### src/rtl/mips_config.svh
`ifndef MIPS_CONFIG_SVH
`define MIPS_CONFIG_SVH

// Datapath and address width
`define XLEN 32

// Register file geometry
`define REG_COUNT 32
`define REG_ADDR_W 5

// ALU slicing, one lookahead block per slice
`define SLICE_W 4
`define ALU_SLICES (`XLEN / `SLICE_W)

`endif
### src/rtl/mipsPkg.sv
`default_nettype none

package mipsPkg;

    // Major opcodes, instr[31:26]
    typedef enum logic [5:0] {
        OP_RTYPE = 6'b000000,
        OP_J     = 6'b000010,
        OP_BEQ   = 6'b000100,
        OP_BNE   = 6'b000101,
        OP_LW    = 6'b100011,
        OP_SW    = 6'b101011
    } opcodeE;

    // R-type functions, instr[5:0]
    typedef enum logic [5:0] {
        FN_ADD = 6'b100000,
        FN_SUB = 6'b100010,
        FN_AND = 6'b100100,
        FN_OR  = 6'b100101,
        FN_SLT = 6'b101010
    } functE;

    // Bit 2 means B is inverted with carry-in set
    typedef enum logic [2:0] {
        ALU_AND = 3'b000,
        ALU_OR  = 3'b001,
        ALU_ADD = 3'b010,
        ALU_SUB = 3'b110,
        ALU_SLT = 3'b111
    } aluOpE;

    typedef struct packed {
        logic aluSrc;   // B from immediate
        logic regDst;   // Write rd instead of rt
        logic memWrite; // sw
        logic memRead;  // lw
        logic beq;
        logic bne;
        logic jump;
        logic memToReg; // Write-back from memory
        logic regWrite;
    } ctrlWordT;

endpackage

`default_nettype wire

### src/rtl/aluSliceIf.sv
`default_nettype none
`include "mips_config.svh"

interface aluSliceIf;

    logic [`ALU_SLICES-1:0][`SLICE_W-1:0] aNib;   // Operand A per slice
    logic [`ALU_SLICES-1:0][`SLICE_W-1:0] bNib;   // Operand B, already inverted for SUB/SLT
    logic [`ALU_SLICES-1:0][`SLICE_W-1:0] sumNib;
    logic [`ALU_SLICES-1:0][`SLICE_W-1:0] andNib;
    logic [`ALU_SLICES-1:0][`SLICE_W-1:0] orNib;
    logic [`ALU_SLICES-1:0]               cin;    // Per-slice carry-in from the lookahead
    logic [`ALU_SLICES-1:0]               gBlk;   // Block generate
    logic [`ALU_SLICES-1:0]               pBlk;   // Block propagate
    logic                                 cin0;   // Carry into bit 0

    modport feed (output aNib, bNib, cin0);

    modport slice (
        input  aNib, bNib, cin,
        output sumNib, andNib, orNib, gBlk, pBlk
    );

    // Needs the operand MSBs for overflow in SLT
    modport drain (
        input  aNib, bNib, cin0, sumNib, andNib, orNib, gBlk, pBlk,
        output cin
    );

endinterface

`default_nettype wire

### src/rtl/mipsCore.sv
`default_nettype none
`include "mips_config.svh"

module mipsCore (
    input  logic              Clk,
    input  logic              rst,
    output logic [`XLEN-1:0]  instrAddr,
    input  logic [`XLEN-1:0]  instr,
    output logic [`XLEN-1:0]  dataAddr,
    output logic [`XLEN-1:0]  dataWData,
    output logic              dataWrite,
    output logic              dataRead,
    input  logic [`XLEN-1:0]  dataRData
);

    mipsPkg::ctrlWordT       ctrl;
    mipsPkg::aluOpE          aluOp;
    logic [`XLEN-1:0]        rdDataA;
    logic [`XLEN-1:0]        rdDataB;
    logic [`XLEN-1:0]        aluResult;
    logic                    zero;
    logic [`REG_ADDR_W-1:0]  wrAddr;
    logic [`XLEN-1:0]        wrData;

    aluSliceIf aluBus ();

    assign wrAddr = ctrl.regDst ? instr[15:11] : instr[20:16]; // rd for R-type, rt for lw
    assign wrData = ctrl.memToReg ? dataRData : aluResult;     // Write-back select

    assign dataAddr  = aluResult; // base + offset
    assign dataWData = rdDataB;   // rt
    assign dataWrite = ctrl.memWrite & ~rst; // No stores while in reset
    assign dataRead  = ctrl.memRead;

    pcUnit pc0 (
        .Clk       (Clk),
        .rst       (rst),
        .instr     (instr),
        .ctrl      (ctrl),
        .zero      (zero),
        .instrAddr (instrAddr)
    );

    mainDecoder dec0 (
        .instr (instr),
        .ctrl  (ctrl),
        .aluOp (aluOp)
    );

    regFile rf0 (
        .Clk     (Clk),
        .rst     (rst),
        .rdAddrA (instr[25:21]), // rs
        .rdAddrB (instr[20:16]), // rt
        .wrAddr  (wrAddr),
        .wrData  (wrData),
        .wrEn    (ctrl.regWrite),
        .rdDataA (rdDataA),
        .rdDataB (rdDataB)
    );

    aluOperands opnd0 (
        .rdDataB   (rdDataB),
        .immediate (instr[15:0]),
        .aluSrc    (ctrl.aluSrc),
        .aluOp     (aluOp),
        .opA       (rdDataA),
        .bus       (aluBus.feed)
    );

    for (genvar i = 0; i < `ALU_SLICES; i++) begin : gSlice
        aluSlice #(.index(i)) slice0 (
            .bus (aluBus.slice)
        );
    end

    aluResolve res0 (
        .bus       (aluBus.drain),
        .aluOp     (aluOp),
        .aluResult (aluResult),
        .zero      (zero)
    );

endmodule

`default_nettype wire

### src/rtl/aluResolve.sv
`default_nettype none
`include "mips_config.svh"

module aluResolve (
    aluSliceIf.drain          bus,
    input  mipsPkg::aluOpE    aluOp,
    output logic [`XLEN-1:0]  aluResult,
    output logic              zero
);

    logic [`ALU_SLICES-1:0] carryIn;
    logic [`XLEN-1:0]       sum;
    logic                   aMsb;
    logic                   bMsb;
    logic                   overflow;
    logic                   slt;

    // Each slice carry as a flat sum of products over lower slices
    always_comb begin
        logic c;
        logic pRun; // Propagate product of the slices in between

        for (int i = 0; i < `ALU_SLICES; i++) begin
            c    = 1'b0;
            pRun = 1'b1;
            for (int j = i - 1; j >= 0; j--) begin
                c    = c | (bus.gBlk[j] & pRun);
                pRun = pRun & bus.pBlk[j];
            end
            carryIn[i] = c | (pRun & bus.cin0);
        end
    end

    assign bus.cin = carryIn;

    assign sum  = bus.sumNib;
    assign aMsb = bus.aNib[`ALU_SLICES-1][`SLICE_W-1];
    assign bMsb = bus.bNib[`ALU_SLICES-1][`SLICE_W-1]; // Inverted B for SLT

    // Same operand signs but the sum sign differs
    assign overflow = (aMsb == bMsb) && (sum[`XLEN-1] != aMsb);
    assign slt      = sum[`XLEN-1] ^ overflow; // Signed A < B

    always_comb begin
        case (aluOp)
            mipsPkg::ALU_AND: aluResult = bus.andNib;
            mipsPkg::ALU_OR:  aluResult = bus.orNib;
            mipsPkg::ALU_ADD: aluResult = sum;
            mipsPkg::ALU_SUB: aluResult = sum;
            mipsPkg::ALU_SLT: aluResult = {{(`XLEN-1){1'b0}}, slt};
            default:          aluResult = '0;
        endcase
    end

    assign zero = (aluResult == '0); // Drives beq/bne

endmodule

`default_nettype wire

### src/rtl/aluSlice.sv
`default_nettype none
`include "mips_config.svh"

module aluSlice #(
    parameter int index = 0
) (
    aluSliceIf.slice bus
);

    logic [`SLICE_W-1:0] a;
    logic [`SLICE_W-1:0] b;
    logic [`SLICE_W-1:0] g; // Bit generate
    logic [`SLICE_W-1:0] p; // Bit propagate
    logic [`SLICE_W-1:0] c; // Carry into each bit

    assign a = bus.aNib[index];
    assign b = bus.bNib[index];

    assign g = a & b;
    assign p = a | b;

    // Lookahead inside the slice, all from the slice carry-in
    assign c[0] = bus.cin[index];
    assign c[1] = g[0] | (p[0] & c[0]);
    assign c[2] = g[1] | (p[1] & g[0]) | (p[1] & p[0] & c[0]);
    assign c[3] = g[2] | (p[2] & g[1]) | (p[2] & p[1] & g[0])
                | (p[2] & p[1] & p[0] & c[0]);

    assign bus.sumNib[index] = a ^ b ^ c;
    assign bus.andNib[index] = g; // AND is the generate term
    assign bus.orNib[index]  = p; // OR is the propagate term

    // Block terms for the second level
    assign bus.gBlk[index] = g[3] | (p[3] & g[2]) | (p[3] & p[2] & g[1])
                           | (p[3] & p[2] & p[1] & g[0]);
    assign bus.pBlk[index] = &p;

endmodule

`default_nettype wire

### src/rtl/aluOperands.sv
`default_nettype none
`include "mips_config.svh"

module aluOperands (
    input  logic [`XLEN-1:0]  rdDataB,
    input  logic [15:0]       immediate,
    input  logic              aluSrc,
    input  mipsPkg::aluOpE    aluOp,
    input  logic [`XLEN-1:0]  opA,
    aluSliceIf.feed           bus
);

    logic [`XLEN-1:0] immExt;
    logic [`XLEN-1:0] opB;
    logic [`XLEN-1:0] opBFinal;
    logic             subtract;

    assign immExt = {{(`XLEN-16){immediate[15]}}, immediate}; // Sign-extend
    assign opB    = aluSrc ? immExt : rdDataB;

    // A - B as A + ~B + 1
    assign subtract = (aluOp == mipsPkg::ALU_SUB) || (aluOp == mipsPkg::ALU_SLT);
    assign opBFinal = subtract ? ~opB : opB;

    // Packed per-slice nibbles, slice 0 holds bits 3:0
    assign bus.aNib = opA;
    assign bus.bNib = opBFinal;
    assign bus.cin0 = subtract;

endmodule

`default_nettype wire

### src/rtl/regFile.sv
`default_nettype none
`include "mips_config.svh"

module regFile (
    input  logic                    Clk,
    input  logic                    rst,
    input  logic [`REG_ADDR_W-1:0]  rdAddrA,
    input  logic [`REG_ADDR_W-1:0]  rdAddrB,
    input  logic [`REG_ADDR_W-1:0]  wrAddr,
    input  logic [`XLEN-1:0]        wrData,
    input  logic                    wrEn,
    output logic [`XLEN-1:0]        rdDataA,
    output logic [`XLEN-1:0]        rdDataB
);

    logic [`XLEN-1:0] regs [`REG_COUNT];

    always_ff @(posedge Clk) begin
        if (rst) begin
            for (int i = 0; i < `REG_COUNT; i++) begin
                regs[i] <= '0;
            end
        end else if (wrEn && (wrAddr != '0)) begin // r0 is hardwired
            regs[wrAddr] <= wrData;
        end
    end

    // Combinational reads, r0 forced to zero
    assign rdDataA = (rdAddrA == '0) ? '0 : regs[rdAddrA];
    assign rdDataB = (rdAddrB == '0) ? '0 : regs[rdAddrB];

endmodule

`default_nettype wire

### src/rtl/mainDecoder.sv
`default_nettype none
`include "mips_config.svh"

module mainDecoder (
    input  logic [`XLEN-1:0]   instr,
    output mipsPkg::ctrlWordT  ctrl,
    output mipsPkg::aluOpE     aluOp
);

    mipsPkg::opcodeE opcode;
    mipsPkg::functE  funct;

    assign opcode = mipsPkg::opcodeE'(instr[31:26]);
    assign funct  = mipsPkg::functE'(instr[5:0]);

    always_comb begin
        logic rKnown; // funct is one of the five supported

        ctrl   = '0; // Unknown encodings write nothing
        aluOp  = mipsPkg::ALU_AND;
        rKnown = 1'b1;

        case (opcode)
            mipsPkg::OP_RTYPE: begin
                case (funct)
                    mipsPkg::FN_ADD: aluOp = mipsPkg::ALU_ADD;
                    mipsPkg::FN_SUB: aluOp = mipsPkg::ALU_SUB;
                    mipsPkg::FN_AND: aluOp = mipsPkg::ALU_AND;
                    mipsPkg::FN_OR:  aluOp = mipsPkg::ALU_OR;
                    mipsPkg::FN_SLT: aluOp = mipsPkg::ALU_SLT;
                    default:         rKnown = 1'b0;
                endcase
                ctrl.regDst   = rKnown;
                ctrl.regWrite = rKnown;
            end
            mipsPkg::OP_LW: begin
                ctrl.aluSrc   = 1'b1;
                ctrl.memRead  = 1'b1;
                ctrl.memToReg = 1'b1;
                ctrl.regWrite = 1'b1;
                aluOp         = mipsPkg::ALU_ADD; // Address calculation
            end
            mipsPkg::OP_SW: begin
                ctrl.aluSrc   = 1'b1;
                ctrl.memWrite = 1'b1;
                aluOp         = mipsPkg::ALU_ADD;
            end
            mipsPkg::OP_BEQ: begin
                ctrl.beq = 1'b1;
                aluOp    = mipsPkg::ALU_SUB; // Compare via zero flag
            end
            mipsPkg::OP_BNE: begin
                ctrl.bne = 1'b1;
                aluOp    = mipsPkg::ALU_SUB;
            end
            mipsPkg::OP_J: begin
                ctrl.jump = 1'b1;
            end
            default: begin
                ctrl  = '0;
                aluOp = mipsPkg::ALU_AND;
            end
        endcase
    end

endmodule

`default_nettype wire

### src/rtl/pcUnit.sv
`default_nettype none
`include "mips_config.svh"

module pcUnit (
    input  logic               Clk,
    input  logic               rst,
    input  logic [`XLEN-1:0]   instr,
    input  mipsPkg::ctrlWordT  ctrl,
    input  logic               zero,
    output logic [`XLEN-1:0]   instrAddr
);

    logic [`XLEN-1:0] pc;
    logic [`XLEN-1:0] pcPlus4;
    logic [`XLEN-1:0] branchOff;
    logic [`XLEN-1:0] branchTgt;
    logic [`XLEN-1:0] jumpTgt;
    logic [`XLEN-1:0] pcNext;
    logic             takeBranch;

    assign pcPlus4   = pc + `XLEN'd4;
    assign branchOff = {{(`XLEN-18){instr[15]}}, instr[15:0], 2'b00}; // Sign-extend, word offset
    assign branchTgt = pcPlus4 + branchOff;
    assign jumpTgt   = {pcPlus4[`XLEN-1:`XLEN-4], instr[25:0], 2'b00}; // Pseudo-direct

    // beq on equal, bne on not equal
    assign takeBranch = (ctrl.beq & zero) | (ctrl.bne & ~zero);

    always_comb begin
        if (ctrl.jump) begin
            pcNext = jumpTgt;
        end else if (takeBranch) begin
            pcNext = branchTgt;
        end else begin
            pcNext = pcPlus4;
        end
    end

    always_ff @(posedge Clk) begin
        if (rst) begin
            pc <= '0;
        end else begin
            pc <= pcNext; // One instruction per clock
        end
    end

    assign instrAddr = pc;

endmodule

`default_nettype wire

### config.mk
export PLATFORM = sky130hd
export DESIGN_NAME = mipsCore
export DESIGN_NICKNAME = d
export VERILOG_FILES = /design/src/rtl/mipsPkg.sv /design/src/rtl/aluSliceIf.sv /design/src/rtl/mipsCore.sv /design/src/rtl/aluResolve.sv /design/src/rtl/aluSlice.sv /design/src/rtl/aluOperands.sv /design/src/rtl/regFile.sv /design/src/rtl/mainDecoder.sv /design/src/rtl/pcUnit.sv
export VERILOG_INCLUDE_DIRS = /design/src /design/src/rtl
export SDC_FILE = /design/constraint.sdc
export NUM_CORES = 2
export LEC_CHECK = 0
export BUFFER_PORTS_ARGS = -buffer_cell sky130_fd_sc_hd__buf_2
export CAP_MARGIN = 20
export CORE_MARGIN = 2
export CORE_UTILIZATION = 59
export CTS_CLUSTER_DIAMETER = 80
export DETAILED_ROUTE_END_ITERATION = 8
export HOLD_SLACK_MARGIN = 0.15
export PLACE_DENSITY = 0.83
export SETUP_SLACK_MARGIN = 0.02
export SYNTH_ARGS = -nofsm -noshare
export SYNTH_HDL_FRONTEND = slang
export SYNTH_SLANG_ARGS = --single-unit
### constraint.sdc
create_clock -name Clk -period 15.35 [get_ports Clk]
set_input_delay 0.7675 -clock Clk [delete_from_list [all_inputs] [get_ports Clk]]
set_output_delay 0.7675 -clock Clk [all_outputs]
set_load 0.02 [all_outputs]
==> run_summary.xml <==
<?xml version="1.0" encoding="UTF-8"?>
<metrics>
  <group name="status">
    <metric name="status" unit="">finished, final reports clean</metric>
  </group>
  <group name="final_layout">
    <metric name="mostFrequentLayoutCell" unit="">sky130_fd_sc_hd__nor2_1</metric>
    <metric name="drive_above_1_share" unit="">0.256</metric>
    <metric name="layout.cell_area.non_filler" unit="sq um">65300</metric>
    <metric name="final_core_utilization" unit="">0.655</metric>
    <metric name="syn_to_final_growth" unit="%">10.3</metric>
    <metric name="layout.cells.most_common_list" unit="">sky130_fd_sc_hd__nor2_1 (1104), sky130_fd_sc_hd__edfxtp_1 (1024), sky130_fd_sc_hd__mux4_2 (543), sky130_fd_sc_hd__buf_2 (154), sky130_fd_sc_hd__nand2_1 (137)</metric>
    <metric name="finalNetCount" unit="">4633</metric>
  </group>
  <group name="detailed_routing">
    <metric name="viasPerCell" unit="">7.53</metric>
    <metric name="detail_route.first_pass.iterations" unit="">9</metric>
    <metric name="detailroute.wirelength.met3" unit="um">35100</metric>
    <metric name="remaining_drc_errors" unit="">0</metric>
    <metric name="routed_wire_length" unit="um">210000</metric>
    <metric name="met2_length" unit="um">92100</metric>
    <metric name="drt_iter0_markers" unit="">8140</metric>
    <metric name="met1_length" unit="um">66900</metric>
    <metric name="wl_cell" unit="um">35.8</metric>
    <metric name="vias" unit="">44100</metric>
    <metric name="ant_nets" unit="">0</metric>
    <metric name="topRoutingLayerUsed" unit="">met5</metric>
  </group>
  <group name="cts">
    <metric name="ctsHtreeMaxLevel" unit="">3</metric>
    <metric name="clock_sinks" unit="">1054</metric>
    <metric name="cts_buffers" unit="">106</metric>
    <metric name="clk_pin_slew" unit="ps">60</metric>
    <metric name="post_cts_resize_count" unit="">0</metric>
    <metric name="root_buffer" unit="">sky130_fd_sc_hd__clkbuf_16</metric>
    <metric name="clkLatencyLatePin" unit="ps">730</metric>
    <metric name="cts_tree" unit="">built</metric>
    <metric name="clock_tree.buffer_depth" unit="">3</metric>
    <metric name="cts_hold_buf" unit="">0</metric>
    <metric name="cts_post_setup_buffers_inserted" unit="">0</metric>
  </group>
  <group name="global_routing">
    <metric name="grt_util_all_layers" unit="">0.409</metric>
    <metric name="antenna_found_initial" unit="">7</metric>
    <metric name="first_global_vias" unit="">43200</metric>
    <metric name="grt_start_max_net_pins" unit="">135</metric>
    <metric name="grt.overflow.total" unit="">0</metric>
    <metric name="grt_first_pass_wirelength" unit="um">299000</metric>
  </group>
  <group name="power_and_ir_drop">
    <metric name="pwr_density_cell" unit="nW/um^2">110</metric>
    <metric name="power" unit="W">0.00719</metric>
    <metric name="power.leakage" unit="nW">22.9</metric>
    <metric name="power.ir.vdd_worst" unit="mV">0.107</metric>
  </group>
  <group name="sta">
    <metric name="tightest_slew" unit="ps">1320</metric>
    <metric name="fin_crit_sh" unit="">0.674</metric>
    <metric name="setup_tns" unit="ps">0</metric>
    <metric name="period_needed" unit="ps">10350</metric>
    <metric name="fin_skew" unit="ps">40.8</metric>
    <metric name="hold_ws" unit="ps">386</metric>
    <metric name="final_hold_viol_count" unit="">0</metric>
    <metric name="rsz0062_at_grt" unit="">false</metric>
    <metric name="final_max_slew_viol_count" unit="">0</metric>
    <metric name="relSlewSlack" unit="">0.117</metric>
    <metric name="report.final.setup_viol" unit="">0</metric>
    <metric name="maxClockFrequency" unit="MHz">96.6</metric>
  </group>
  <group name="floorplan">
    <metric name="io_pins" unit="">164</metric>
    <metric name="fp.dieArea" unit="sq um">103000</metric>
    <metric name="fp.dieW" unit="um">321</metric>
    <metric name="floorplan.die.height" unit="um">321</metric>
    <metric name="rows" unit="">116</metric>
    <metric name="placeableCoreArea" unit="sq um">99700</metric>
    <metric name="initial_utilization" unit="">0.594</metric>
  </group>
  <group name="yosys">
    <metric name="synthesis.area" unit="sq um">59200</metric>
    <metric name="post_synth_inst_count" unit="">4448</metric>
    <metric name="synthesis.yosys.warnings" unit="">0</metric>
    <metric name="synth-async-reset-ratio" unit="">0</metric>
    <metric name="synth_area_per_cell" unit="sq um">13.3</metric>
    <metric name="number_of_enable_flip_flop_cells_after_synthesis" unit="">1024</metric>
    <metric name="synth.distinct_cells" unit="">85</metric>
    <metric name="postSynthRegisterBits" unit="">1054</metric>
    <metric name="yosysSeqAreaShare" unit="">0.530</metric>
    <metric name="ys_dominant_reg_cell" unit="">sky130_fd_sc_hd__edfxtp_1</metric>
  </group>
  <group name="worst_setup_path">
    <metric name="crit_arrival" unit="ps">10940</metric>
    <metric name="critical_path.endpoint_type" unit="">register</metric>
    <metric name="worstSetupPathType" unit="">in -&gt; reg</metric>
    <metric name="worstSetupStartpointType" unit="">input pin</metric>
    <metric name="critical_path_peak_fanout" unit="">105</metric>
    <metric name="worst_ep_required_time" unit="ps">15940</metric>
  </group>
  <group name="placed_design">
    <metric name="placedInstanceArea" unit="sq um">61600</metric>
    <metric name="place.port_buffers" unit="">161</metric>
    <metric name="place_hpwl" unit="um">123000</metric>
    <metric name="place.gp.congestion" unit="">0.996</metric>
  </group>
  <group name="hold_path">
    <metric name="min_path_type" unit="">in -&gt; reg</metric>
  </group>
  <group name="run">
    <metric name="drv.max_cap_violation_count" unit="">0</metric>
  </group>
</metrics>
-- final timing paths --
path | end | from | slack (ps) | cells past startpoint
worst min register to register | pc0.instrAddr[2] | pc0.instrAddr[2] | 630 | 1
worst max register to register | pc0.instrAddr[8] | rf0.regs[9][10] | 5990 | 24
worst min-delay path | pc0.instrAddr[11] | instr[9] | 390 | 3
worst max-delay path | pc0.instrAddr[8] | instr[16] | 5000 | 25
-- cells in the mapped netlist (30+ instances only) --
master | instances | area share
sky130_fd_sc_hd__a21oi_1 | 92 | 0.0078
sky130_fd_sc_hd__buf_1 | 66 | 0.0042
sky130_fd_sc_hd__nand2_1 | 169 | 0.011
sky130_fd_sc_hd__nand3_1 | 39 | 0.0033
sky130_fd_sc_hd__nor3_1 | 69 | 0.0058
sky130_fd_sc_hd__edfxtp_1 | 1024 | 0.52
sky130_fd_sc_hd__dfxtp_1 | 30 | 0.010
sky130_fd_sc_hd__xnor2_1 | 77 | 0.011
sky130_fd_sc_hd__o221ai_1 | 43 | 0.0064
sky130_fd_sc_hd__mux2_2 | 65 | 0.012
sky130_fd_sc_hd__clkbuf_1 | 335 | 0.021
sky130_fd_sc_hd__inv_1 | 105 | 0.0067
sky130_fd_sc_hd__nor2_1 | 1106 | 0.070
sky130_fd_sc_hd__mux4_2 | 543 | 0.21
sky130_fd_sc_hd__ha_1 | 94 | 0.020
sky130_fd_sc_hd__a221oi_1 | 31 | 0.0046
sky130_fd_sc_hd__mux2i_1 | 140 | 0.024
-- power by group --
part	total (W)	leakage, nW	internal [W]	switching, W
registers	0.00331	10.8	0.00325	0.0000605
logic	0.00129	10.5	0.000464	0.000823
clock network	0.00259	1.64	0.00145	0.00114
-- area by class of cell --
class / instances / area, sq um
Antenna cell: 5 / 12.5
Clock buffer: 134 / 2860
Clock inverter: 63 / 518
Fill cell: 6793 / 34400
Inverter: 105 / 397
Multi-Input combinational cell: 2901 / 26400
Sequential cell: 1054 / 31400
Tap cell: 1298 / 1620
Timing Repair Buffer: 297 / 2130
-- metrics by stage --
| stage | setup WS (ps) | std cells |
|---|---|---|
| 2_1_floorplan | 5910 | 4481 |
| 3_3_place_gp | 4730 | 5635 |
| 3_5_place_dp | 4490 | 5638 |
| 4_1_cts | 5160 | 5835 |
| 5_1_grt | 4570 | 5852 |
| 6_report | 5000 | 5857 |
-- worst max-delay path, cell delays in order --
cell and delay (ps):
sky130_fd_sc_hd__buf_8 540, sky130_fd_sc_hd__buf_12 590, sky130_fd_sc_hd__mux4_2 620, sky130_fd_sc_hd__mux4_2 480, sky130_fd_sc_hd__nand2_1 210, sky130_fd_sc_hd__a21oi_1 130
sky130_fd_sc_hd__mux2_2 310, sky130_fd_sc_hd__xnor2_1 220, sky130_fd_sc_hd__inv_1 80, sky130_fd_sc_hd__ha_1 250, sky130_fd_sc_hd__nor4_1 890, sky130_fd_sc_hd__nand3_1 280
sky130_fd_sc_hd__a21oi_1 260, sky130_fd_sc_hd__o31ai_1 130, sky130_fd_sc_hd__o211a_1 200, sky130_fd_sc_hd__fa_1 430, sky130_fd_sc_hd__xor2_1 160, sky130_fd_sc_hd__o221ai_1 340
sky130_fd_sc_hd__nor4_1 890, sky130_fd_sc_hd__nand4_1 350, sky130_fd_sc_hd__or4_1 550, sky130_fd_sc_hd__or4b_4 550, sky130_fd_sc_hd__o211ai_4 840, sky130_fd_sc_hd__a21oi_1 190
sky130_fd_sc_hd__a2111oi_2 330
-- routing by layer --
| metal | global-route usage | up-vias |
|---|---|---|
| li1 | - | 16900 |
| met1 | 0.531 | 21600 |
| met2 | 0.600 | 4642 |
| met3 | 0.134 | 944 |
| met4 | 0.253 | 7 |
| met5 | 0.0113 | - |
-- logic make-up (layout without fill, tap and decap cells) --
logic type	after synthesis	in the layout	synth area share
adders and majority gates	102	102	0.0226
other	1	39	0.0000633
DFF	1054	1054	0.530
AOI/OAI and AO/OA	372	372	0.0468
and+or+nand+nor	1541	1541	0.109
xor gates and xnor gates	104	104	0.0154
buffers and inverters	526	599	0.0342
muxes	748	748	0.243
-- registers in the layout (all words and copies together) (netlist names) --
| register | cells |
|---|---|
| rf0.regs | 1024 |
| pc0.instrAddr | 30 |
(Power assumes the default switching activity.)
